==> src/design/bltPkg.sv <==
/*
 * Blitter package
 * Widths, host register map, control field positions and sequencer states
 */
`default_nettype none

package bltPkg;

	localparam int WordW = 16;
	localparam int AddrW = 23;	// Word address, bits 23:1
	localparam int CfgAddrW = 5;	// Bit 4 set selects the register half
	localparam int SkewW = 4;

	// Word offsets inside the register half
	localparam logic [CfgAddrW-2:0] RegSrcXInc = 4'd0;
	localparam logic [CfgAddrW-2:0] RegSrcYInc = 4'd1;
	localparam logic [CfgAddrW-2:0] RegSrcAddrHi = 4'd2;
	localparam logic [CfgAddrW-2:0] RegSrcAddrLo = 4'd3;
	localparam logic [CfgAddrW-2:0] RegEndMask1 = 4'd4;
	localparam logic [CfgAddrW-2:0] RegEndMask2 = 4'd5;
	localparam logic [CfgAddrW-2:0] RegEndMask3 = 4'd6;
	localparam logic [CfgAddrW-2:0] RegDstXInc = 4'd7;
	localparam logic [CfgAddrW-2:0] RegDstYInc = 4'd8;
	localparam logic [CfgAddrW-2:0] RegDstAddrHi = 4'd9;
	localparam logic [CfgAddrW-2:0] RegDstAddrLo = 4'd10;
	localparam logic [CfgAddrW-2:0] RegXCount = 4'd11;
	localparam logic [CfgAddrW-2:0] RegYCount = 4'd12;
	localparam logic [CfgAddrW-2:0] RegHopOp = 4'd13;
	localparam logic [CfgAddrW-2:0] RegCtrl = 4'd14;

	// Control register fields
	localparam int CtrlBusyBit = 15;
	localparam int CtrlLineLsb = 8;
	localparam int CtrlSkewLsb = 0;

	// HOP/OP register fields
	localparam int HopLsb = 8;
	localparam int OpLsb = 0;

	typedef enum logic [2:0] {
		Idle,
		RdSrc,
		RdDst,
		WrDst,
		Done
	} seqStateT;

endpackage

`default_nettype wire

==> src/design/bltAddrGen.sv <==
/*
 * Blitter address generator
 * X/Y word counters, source and destination address stepping, halftone line counter
 */
`timescale 1ns/1ps
`default_nettype none

module bltAddrGen (
	input logic Clks,
	input logic rst,
	input logic start,
	input logic srcLoad,
	input logic wordDone,
	input logic [bltPkg::WordW-1:1] srcXInc,
	input logic [bltPkg::WordW-1:1] srcYInc,
	input logic [bltPkg::WordW-1:1] dstXInc,
	input logic [bltPkg::WordW-1:1] dstYInc,
	input logic [bltPkg::AddrW:1] srcStart,
	input logic [bltPkg::AddrW:1] dstStart,
	input logic [bltPkg::WordW-1:0] xCount,
	input logic [bltPkg::WordW-1:0] yCount,
	input logic [bltPkg::SkewW-1:0] lineStart,
	output logic [bltPkg::AddrW:1] srcAddr,
	output logic [bltPkg::AddrW:1] dstAddr,
	output logic xFirst,
	output logic xLast,
	output logic blitLast,
	output logic [bltPkg::SkewW-1:0] lineIdx
);
	import bltPkg::*;

	localparam int ExtW = AddrW - (WordW - 1);

	logic [WordW-1:0] xCnt;
	logic [WordW-1:0] yCnt;
	logic [WordW-1:1] srcInc;
	logic [WordW-1:1] dstInc;
	logic [AddrW:1] srcStep;
	logic [AddrW:1] dstStep;

	assign xLast = (xCnt == 1);
	assign xFirst = (xCnt == xCount);	// X is reloaded at every line end
	assign blitLast = xLast & (yCnt == 1);

	// Y increment applies when leaving the last word of a line
	assign srcInc = xLast ? srcYInc : srcXInc;
	assign dstInc = xLast ? dstYInc : dstXInc;
	assign srcStep = {{ExtW{srcInc[WordW-1]}}, srcInc};
	assign dstStep = {{ExtW{dstInc[WordW-1]}}, dstInc};

	always_ff @(posedge Clks) begin
		if (rst) begin
			xCnt <= '0;
			yCnt <= '0;
			lineIdx <= '0;
		end else if (start) begin
			xCnt <= xCount;
			yCnt <= yCount;
			lineIdx <= lineStart;
		end else if (wordDone) begin
			if (xLast) begin
				xCnt <= xCount;
				yCnt <= yCnt - 1'b1;
				// Halftone line follows the destination Y direction
				lineIdx <= dstYInc[WordW-1] ? lineIdx - 1'b1 : lineIdx + 1'b1;
			end else begin
				xCnt <= xCnt - 1'b1;
			end
		end
	end

	always_ff @(posedge Clks) begin
		if (start) begin
			srcAddr <= srcStart;
			dstAddr <= dstStart;
		end else begin
			if (srcLoad)
				srcAddr <= srcAddr + srcStep;
			if (wordDone)
				dstAddr <= dstAddr + dstStep;
		end
	end

endmodule

`default_nettype wire

==> src/design/bltCombine.sv <==
/*
 * Blitter combine stage
 * Halftone RAM, HOP source select, OP logic function and end masking
 */
`timescale 1ns/1ps
`default_nettype none

module bltCombine (
	input logic Clks,
	input logic rst,
	input logic ramWr,
	input logic [bltPkg::SkewW-1:0] ramIdx,
	input logic [bltPkg::WordW-1:0] ramData,
	input logic dstLoad,
	input logic [bltPkg::WordW-1:0] memRData,
	input logic [bltPkg::WordW-1:0] skewed,
	input logic [bltPkg::SkewW-1:0] lineIdx,
	input logic xFirst,
	input logic xLast,
	input logic [1:0] hop,
	input logic [3:0] op,
	input logic [bltPkg::WordW-1:0] endMask1,
	input logic [bltPkg::WordW-1:0] endMask2,
	input logic [bltPkg::WordW-1:0] endMask3,
	output logic [bltPkg::WordW-1:0] result
);
	import bltPkg::*;

	logic [WordW-1:0] hRam [2**SkewW];
	logic [WordW-1:0] halftone;
	logic [WordW-1:0] srcVal;
	logic [WordW-1:0] mask;
	logic [WordW-1:0] combined;

	always_ff @(posedge Clks) begin
		if (ramWr)
			hRam[ramIdx] <= ramData;
	end

	assign halftone = hRam[lineIdx];

	always_comb begin
		case (hop)
			2'd0: srcVal = '1;
			2'd1: srcVal = halftone;
			2'd2: srcVal = skewed;
			default: srcVal = halftone & skewed;
		endcase
	end

	// First word mask wins on a one word line
	assign mask = xFirst ? endMask1 : (xLast ? endMask3 : endMask2);

	always_comb begin
		for (int i = 0; i < WordW; i++) begin
			combined[i] = op[{srcVal[i], memRData[i]}];	// OP indexed by S,D
			if (!mask[i])
				combined[i] = memRData[i];
		end
	end

	always_ff @(posedge Clks) begin
		if (rst)
			result <= '0;
		else if (dstLoad)
			result <= combined;
	end

endmodule

`default_nettype wire

==> src/design/bltRegs.sv <==
/*
 * Blitter configuration registers
 * Host write decode, busy flag, start strobe and halftone RAM write path
 */
`timescale 1ns/1ps
`default_nettype none

module bltRegs (
	input logic Clks,
	input logic rst,
	input logic cfgWr,
	input logic [bltPkg::CfgAddrW-1:0] cfgAddr,
	input logic [bltPkg::WordW-1:0] cfgData,
	input logic blitEnd,
	output logic [bltPkg::WordW-1:1] srcXInc,
	output logic [bltPkg::WordW-1:1] srcYInc,
	output logic [bltPkg::WordW-1:1] dstXInc,
	output logic [bltPkg::WordW-1:1] dstYInc,
	output logic [bltPkg::AddrW:1] srcStart,
	output logic [bltPkg::AddrW:1] dstStart,
	output logic [bltPkg::WordW-1:0] endMask1,
	output logic [bltPkg::WordW-1:0] endMask2,
	output logic [bltPkg::WordW-1:0] endMask3,
	output logic [bltPkg::WordW-1:0] xCount,
	output logic [bltPkg::WordW-1:0] yCount,
	output logic [1:0] hop,
	output logic [3:0] op,
	output logic [bltPkg::SkewW-1:0] skew,
	output logic [bltPkg::SkewW-1:0] lineStart,
	output logic busy,
	output logic start,
	output logic ramWr,
	output logic [bltPkg::SkewW-1:0] ramIdx,
	output logic [bltPkg::WordW-1:0] ramData
);
	import bltPkg::*;

	logic busyReg;
	logic regSel;
	logic regWr;
	logic ctrlWr;
	logic ctrlStart;

	assign busy = busyReg & ~blitEnd;	// Drops as soon as the sequencer finishes
	assign regSel = cfgWr & cfgAddr[CfgAddrW-1];
	assign regWr = regSel & ~busy;
	assign ctrlWr = regSel & (cfgAddr[CfgAddrW-2:0] == RegCtrl);
	assign ctrlStart = ctrlWr & cfgData[CtrlBusyBit] & ~busy;

	// Halftone writes go straight through to the RAM
	assign ramWr = cfgWr & ~cfgAddr[CfgAddrW-1] & ~busy;
	assign ramIdx = cfgAddr[SkewW-1:0];
	assign ramData = cfgData;

	always_ff @(posedge Clks) begin
		if (rst) begin
			busyReg <= 1'b0;
			start <= 1'b0;
		end else begin
			start <= ctrlStart;
			if (ctrlStart)
				busyReg <= 1'b1;	// Set wins over a same cycle blitEnd
			else if (blitEnd)
				busyReg <= 1'b0;
		end
	end

	always_ff @(posedge Clks) begin
		if (ctrlWr) begin	// Control fields stay writable during a blit
			lineStart <= cfgData[CtrlLineLsb +: SkewW];
			skew <= cfgData[CtrlSkewLsb +: SkewW];
		end
		if (regWr) begin
			case (cfgAddr[CfgAddrW-2:0])
				RegSrcXInc: srcXInc <= cfgData[WordW-1:1];
				RegSrcYInc: srcYInc <= cfgData[WordW-1:1];
				RegSrcAddrHi: srcStart[AddrW:16] <= cfgData[AddrW-16:0];
				RegSrcAddrLo: srcStart[15:1] <= cfgData[WordW-1:1];
				RegEndMask1: endMask1 <= cfgData;
				RegEndMask2: endMask2 <= cfgData;
				RegEndMask3: endMask3 <= cfgData;
				RegDstXInc: dstXInc <= cfgData[WordW-1:1];
				RegDstYInc: dstYInc <= cfgData[WordW-1:1];
				RegDstAddrHi: dstStart[AddrW:16] <= cfgData[AddrW-16:0];
				RegDstAddrLo: dstStart[15:1] <= cfgData[WordW-1:1];
				RegXCount: xCount <= cfgData;
				RegYCount: yCount <= cfgData;
				RegHopOp: begin
					hop <= cfgData[HopLsb +: 2];
					op <= cfgData[OpLsb +: 4];
				end
				default: ;
			endcase
		end
	end

endmodule

`default_nettype wire

==> src/design/bltSequencer.sv <==
/*
 * Blitter word sequencer
 * Per word optional source read, destination read and write on the memory port
 */
`timescale 1ns/1ps
`default_nettype none

module bltSequencer (
	input logic Clks,
	input logic rst,
	input logic start,
	input logic [1:0] hop,
	input logic xLast,
	input logic blitLast,
	input logic memRValid,
	input logic [bltPkg::AddrW:1] srcAddr,
	input logic [bltPkg::AddrW:1] dstAddr,
	input logic [bltPkg::WordW-1:0] result,
	output logic memReq,
	output logic memWe,
	output logic [bltPkg::AddrW:1] memAddr,
	output logic [bltPkg::WordW-1:0] memWData,
	output logic srcLoad,
	output logic dstLoad,
	output logic wordDone,
	output logic blitEnd
);
	import bltPkg::*;

	seqStateT state;
	seqStateT nextState;
	seqStateT firstState;
	logic waiting;	// Read issued, data not back yet
	logic isRead;
	logic lastWord;

	assign isRead = (state == RdSrc) | (state == RdDst);
	assign firstState = hop[1] ? RdSrc : RdDst;	// HOP 0 and 1 never use source
	assign lastWord = xLast & blitLast;

	assign memReq = (isRead & ~waiting) | (state == WrDst);
	assign memWe = (state == WrDst);
	assign memAddr = (state == RdSrc) ? srcAddr : dstAddr;
	assign memWData = result;
	assign srcLoad = (state == RdSrc) & memRValid;
	assign dstLoad = (state == RdDst) & memRValid;
	assign wordDone = (state == WrDst);
	assign blitEnd = (state == Done);

	always_comb begin
		nextState = state;
		case (state)
			Idle: if (start) nextState = firstState;
			RdSrc: if (memRValid) nextState = RdDst;
			RdDst: if (memRValid) nextState = WrDst;
			WrDst: nextState = lastWord ? Done : firstState;
			Done: nextState = Idle;
			default: nextState = Idle;
		endcase
	end

	always_ff @(posedge Clks) begin
		if (rst) begin
			state <= Idle;
			waiting <= 1'b0;
		end else begin
			state <= nextState;
			if (memRValid)
				waiting <= 1'b0;
			else if (isRead)
				waiting <= 1'b1;
		end
	end

endmodule

`default_nettype wire

==> src/design/bltSkew.sv <==
/*
 * Blitter skew stage
 * Two word source buffer and the right barrel shift by skew
 */
`timescale 1ns/1ps
`default_nettype none

module bltSkew (
	input logic Clks,
	input logic rst,
	input logic start,
	input logic srcLoad,
	input logic [bltPkg::WordW-1:0] memRData,
	input logic [bltPkg::WordW-1:1] srcXInc,
	input logic [bltPkg::SkewW-1:0] skew,
	output logic [bltPkg::WordW-1:0] skewed
);
	import bltPkg::*;

	logic [2*WordW-1:0] skewBuf;
	logic [2*WordW-1:0] shifted;

	always_ff @(posedge Clks) begin
		if (rst || start)
			skewBuf <= '0;	// Each blit begins with an empty buffer
		else if (srcLoad) begin
			if (srcXInc[WordW-1])	// Right to left source
				skewBuf <= {memRData, skewBuf[2*WordW-1:WordW]};
			else
				skewBuf <= {skewBuf[WordW-1:0], memRData};
		end
	end

	assign shifted = skewBuf >> skew;
	assign skewed = shifted[WordW-1:0];

endmodule

`default_nettype wire

==> src/design/stBlitter.sv <==
/*
 * Raster blitter top level
 * Registers, address generator, sequencer, skew and combine stages
 */
`timescale 1ns/1ps
`default_nettype none

module stBlitter (
	input logic Clks,
	input logic rst,
	input logic cfgWr,
	input logic [bltPkg::CfgAddrW-1:0] cfgAddr,
	input logic [bltPkg::WordW-1:0] cfgData,
	input logic memRValid,
	input logic [bltPkg::WordW-1:0] memRData,
	output logic memReq,
	output logic memWe,
	output logic [bltPkg::AddrW:1] memAddr,
	output logic [bltPkg::WordW-1:0] memWData,
	output logic busy
);
	import bltPkg::*;

	logic [WordW-1:1] srcXInc, srcYInc, dstXInc, dstYInc;
	logic [AddrW:1] srcStart, dstStart, srcAddr, dstAddr;
	logic [WordW-1:0] endMask1, endMask2, endMask3;
	logic [WordW-1:0] xCount, yCount;
	logic [1:0] hop;
	logic [3:0] op;
	logic [SkewW-1:0] skew, lineStart, lineIdx, ramIdx;
	logic start, blitEnd, ramWr;
	logic [WordW-1:0] ramData, skewed, result;
	logic srcLoad, dstLoad, wordDone;
	logic xFirst, xLast, blitLast;

	bltRegs bltRegs_i (.Clks, .rst, .cfgWr, .cfgAddr, .cfgData, .blitEnd,
		.srcXInc, .srcYInc, .dstXInc, .dstYInc, .srcStart, .dstStart,
		.endMask1, .endMask2, .endMask3, .xCount, .yCount, .hop, .op, .skew,
		.lineStart, .busy, .start, .ramWr, .ramIdx, .ramData);

	bltAddrGen bltAddrGen_i (.Clks, .rst, .start, .srcLoad, .wordDone,
		.srcXInc, .srcYInc, .dstXInc, .dstYInc, .srcStart, .dstStart,
		.xCount, .yCount, .lineStart, .srcAddr, .dstAddr, .xFirst, .xLast,
		.blitLast, .lineIdx);

	bltSequencer bltSequencer_i (.Clks, .rst, .start, .hop, .xLast, .blitLast,
		.memRValid, .srcAddr, .dstAddr, .result, .memReq, .memWe, .memAddr,
		.memWData, .srcLoad, .dstLoad, .wordDone, .blitEnd);

	bltSkew bltSkew_i (.Clks, .rst, .start, .srcLoad, .memRData, .srcXInc,
		.skew, .skewed);

	bltCombine bltCombine_i (.Clks, .rst, .ramWr, .ramIdx, .ramData, .dstLoad,
		.memRData, .skewed, .lineIdx, .xFirst, .xLast, .hop, .op,
		.endMask1, .endMask2, .endMask3, .result);

endmodule

`default_nettype wire

==> config.mk <==
export PLATFORM = sky130hd
export DESIGN_NAME = stBlitter
export DESIGN_NICKNAME = d
export VERILOG_FILES = /design/src/design/bltPkg.sv /design/src/design/bltAddrGen.sv /design/src/design/bltCombine.sv /design/src/design/bltRegs.sv /design/src/design/bltSequencer.sv /design/src/design/bltSkew.sv /design/src/design/stBlitter.sv
export SDC_FILE = /design/constraint.sdc
export NUM_CORES = 1
export LEC_CHECK = 0
export ABC_AREA = 1
export CORE_AREA = 2 2 189 377
export DETAILED_ROUTE_END_ITERATION = 8
export DIE_AREA = 0 0 191 379
export DONT_BUFFER_PORTS = 1
export GPL_TIMING_DRIVEN = 0
export PLACE_DENSITY = 0.63
export SLEW_MARGIN = 10
export SYNTH_ARGS = -nofsm -noshare
export SYNTH_HDL_FRONTEND = slang
export SYNTH_SLANG_ARGS = --single-unit
==> constraint.sdc <==
create_clock -name Clks -period 5.6 [get_ports Clks]
set_input_delay 1.12 -clock Clks [delete_from_list [all_inputs] [get_ports Clks]]
set_output_delay 1.12 -clock Clks [all_outputs]
set_load 0.05 [all_outputs]
==> impl_metrics.json <==
{
  "outcome": "finished, final reports clean",
  "grt_max_degree": 33,
  "min_from": "bltAddrGen_i.yCnt[15]$_SDFFE_PP0P_",
  "slowest_stage": "o21ai_0",
  "clkLatencyLatePin_ps": 640,
  "post_drt_via_cell_ratio": 5.48,
  "fin_util": 0.478,
  "worstPathRequired_ps": 6000,
  "min_period_over_period": 0.714,
  "final_common_cell": "nand2_1",
  "whs_path_depth": 2,
  "grt-ovfl-total": 0,
  "setup_tns_ps": 0,
  "r2r_end": "bltAddrGen_i.srcAddr[16]$_DFFE_PP_",
  "cts_setup_buffers": 0,
  "htreeDepth": 2,
  "hold_violations": 0,
  "dp_hpwl_mm": 64.0,
  "cp.arrival_ps": 4390,
  "whs_endpoint": "bltAddrGen_i.yCnt[15]$_SDFFE_PP0P_",
  "dieHeight_um": 379,
  "wl_mm": 91.9,
  "gr-usage-all-layers": 0.254,
  "crit_fanout": 10,
  "syn2layout_area_growth_pct": 12.1,
  "final_max_slew_viol_count": 0,
  "synth.distinct_cells": 52,
  "syn_nets": 3378,
  "portBuffers": 0,
  "path_class": "reg2reg",
  "clkSlewWorstSetupHoldPaths_ps": 70,
  "rsz0062_at_grt": "no",
  "period_minus_slack_ps": 4000,
  "netlist_instances": 3278,
  "maxCapViolations": 0,
  "multi_input_area_mm2": 0.0109,
  "wire_per_inst_um": 21.3,
  "skew_ps": 28.5,
  "dieArea_mm2": 0.0724,
  "cts_hold_buf": 0,
  "start_util": 0.426,
  "yosysTopAreaCell": "edfxtp_1",
  "finalSetupViolations": 0,
  "synth_area_per_cell_um2": 9.03,
  "p_leak_nw": 13.5,
  "regToRegStartpoint": "bltAddrGen_i.xCnt[1]$_SDFFE_PP0N_",
  "core_area_mm2": 0.0694,
  "cts_resized": 0,
  "cts_buffers": 55,
  "root_buffer": "clkbuf_16",
  "synth_edf_count": 502,
  "async_flop_share": 0,
  "netlist_area_mm2": 0.0296,
  "max_slew_margin": 0.221,
  "clock.fmax_mhz": 250,
  "hold_path_class": "reg2reg",
  "clockBufferDepth": 3,
  "synth_area_leaders": "edfxtp_1 51%, nand2_1 13%, nand3_1 7.3%, dfxtp_1 6.4%, inv_1 3.7%",
  "die_x_um": 191,
  "fin_nets": 3461,
  "rrSetupSlack_ps": 1600,
  "grt_first_pass_wirelength_mm": 137,
  "finalPower_mw": 9.12,
  "ys_seq_elements": 596,
  "num_rows": 137,
  "netlist.area_leader.share": 0.509,
  "cpPeakStageDelay_ps": 500,
  "drive_gt1_frac": 0.0851,
  "r2r_cells": 20,
  "worst_pin_slew_ps": 1160,
  "route.detailed.drc": 0,
  "synthFlopType": "edfxtp_1",
  "grt_pass1_vias": 22500,
  "cts_tree": "yes",
  "power_density_mw_per_mm2": 275,
  "path_cells": "inv_1 > ha_1 > nand2_1 > nor2_2 > nand2_4 > buf_4 > buf_6 > buf_6 > mux2i_1 > inv_1 > ha_1 > a21oi_1 > o21ai_0 > a21oi_1 > o21ai_0 > nand3_1 > nand2_1 > nand2_1 > nand3_1 > nand2_1",
  "ant_nets": 0,
  "vias": 23600,
  "antenna_found_initial": 0,
  "synth_warnings": 0,
  "clock_sinks": 596,
  "drt_first_pass_iters": 8,
  "fillers": 6518,
  "critPathCaptureType": "register",
  "io_pins": 83,
  "gp_congestion": 0.922,
  "ys_seq_area_frac": 0.573,
  "first_iter_violations": 1960,
  "crit_path_frequent_cell": "nand2_1",
  "register_area_mm2": 0.0170,
  "peakVddDrop_v": 0.000424,
  "final_cell_mix": "1047 x nand2_1, 502 x edfxtp_1, 433 x nand3_1",
  "crit_path_start_kind": "register"
}
==> cells in the mapped netlist (24+ instances only) <==
library cell,count
dfxtp_1,94
nor2_1,181
nand2_1,1047
mux2i_1,31
a31oi_1,39
clkbuf_1,66
nand3_1,433
inv_1,288
buf_2,43
a21oi_1,100
o21ai_0,152
ha_1,56
edfxtp_1,502
nor3_1,24
==> area by class of cell <==
class,instances,share of cell area
repair buffers,26,0.0119
multi-input cells,2240,0.329
clock inverters,42,0.0157
diodes,1,0.0000754
clock buffers,62,0.0435
flip-flops and latches,596,0.511
plain buffers,140,0.0206
inverters,302,0.0342
well taps,903,0.0341
==> where the power goes <==
group          internal [mW]  leakage, nW  switching [mW]
Clock                   2.34        0.939            1.79
Combinational         0.0467         7.30           0.116
Sequential              4.82         5.28         0.00878
Total                   7.21         13.5            1.91
==> flip-flops by register name, summed over array words and instances (netlist names), 23 cells and up, named ones only <==
signal / flops
bltCombine_i.hRam: 256
bltSkew_i.skewBuf: 32
bltAddrGen_i.dstAddr: 23
bltAddrGen_i.srcAddr: 23
bltRegs_i.dstStart: 23
bltRegs_i.srcStart: 23
==> metrics by stage <==
step	std cells	instance area [um2]	hold slack, ps	setup WS [ps]
floorplan	3278	29600	447	2150
global placement	4181	30700	464	740
detailed placement	4207	31200	469	1660
CTS	4311	33200	484	1610
global route	4311	33200	513	1320
finish	4312	33200	486	1600
==> worst max-delay path: cells and delay by family (launching register included) <==
kind | cells | cell delay (ps)
mux | 1 | 210
fa+ha+maj | 2 | 600
compound gates | 4 | 970
buf+inv | 5 | 790
simple gates | 8 | 770
flops | 1 | 400
==> layer usage <==
| metal | part of all wire | GRT usage | up-vias |
|---|---|---|---|
| met3 | 0.084 | 0.0470 | 180 |
| met1 | 0.40 | 0.325 | 11200 |
| met2 | 0.47 | 0.423 | 1030 |
| li1 | - | - | 11200 |
| met5 | 0 | 0 | - |
| met4 | 0.042 | 0.102 | 0 |
==> worst max-delay path by stage <==
stage | startpoint | endpoint | depth (start not counted)
finish | bltAddrGen_i.xCnt[1]$_SDFFE_PP0N_ | bltAddrGen_i.srcAddr[16]$_DFFE_PP_ | 20
global route | bltAddrGen_i.xCnt[1]$_SDFFE_PP0N_ | bltAddrGen_i.dstAddr[16]$_DFFE_PN_ | 20
CTS | bltSequencer_i.state[2]$_SDFFE_PP0P_ | memReq | 5
detailed placement | bltAddrGen_i.xCnt[1]$_SDFFE_PP0N_ | bltAddrGen_i.srcAddr[16]$_DFFE_PP_ | 20
global placement | memRValid | bltAddrGen_i.srcAddr[17]$_DFFE_PP_ | 2
floorplan | memRValid | bltAddrGen_i.srcAddr[10]$_DFFE_PP_ | 2
==> logic make-up after synthesis <==
group / count (synthesis) / share of synthesized area
and+or+nand+nor: 1763 / 0.252
DFF: 596 / 0.573
buffers and inverters: 442 / 0.0614
AOI/OAI and AO/OA: 354 / 0.0676
adders and majority gates: 59 / 0.0257
xor gates and xnor gates: 33 / 0.00976
muxes: 31 / 0.0105
No activity file was read; power rests on OpenSTA's default activity.
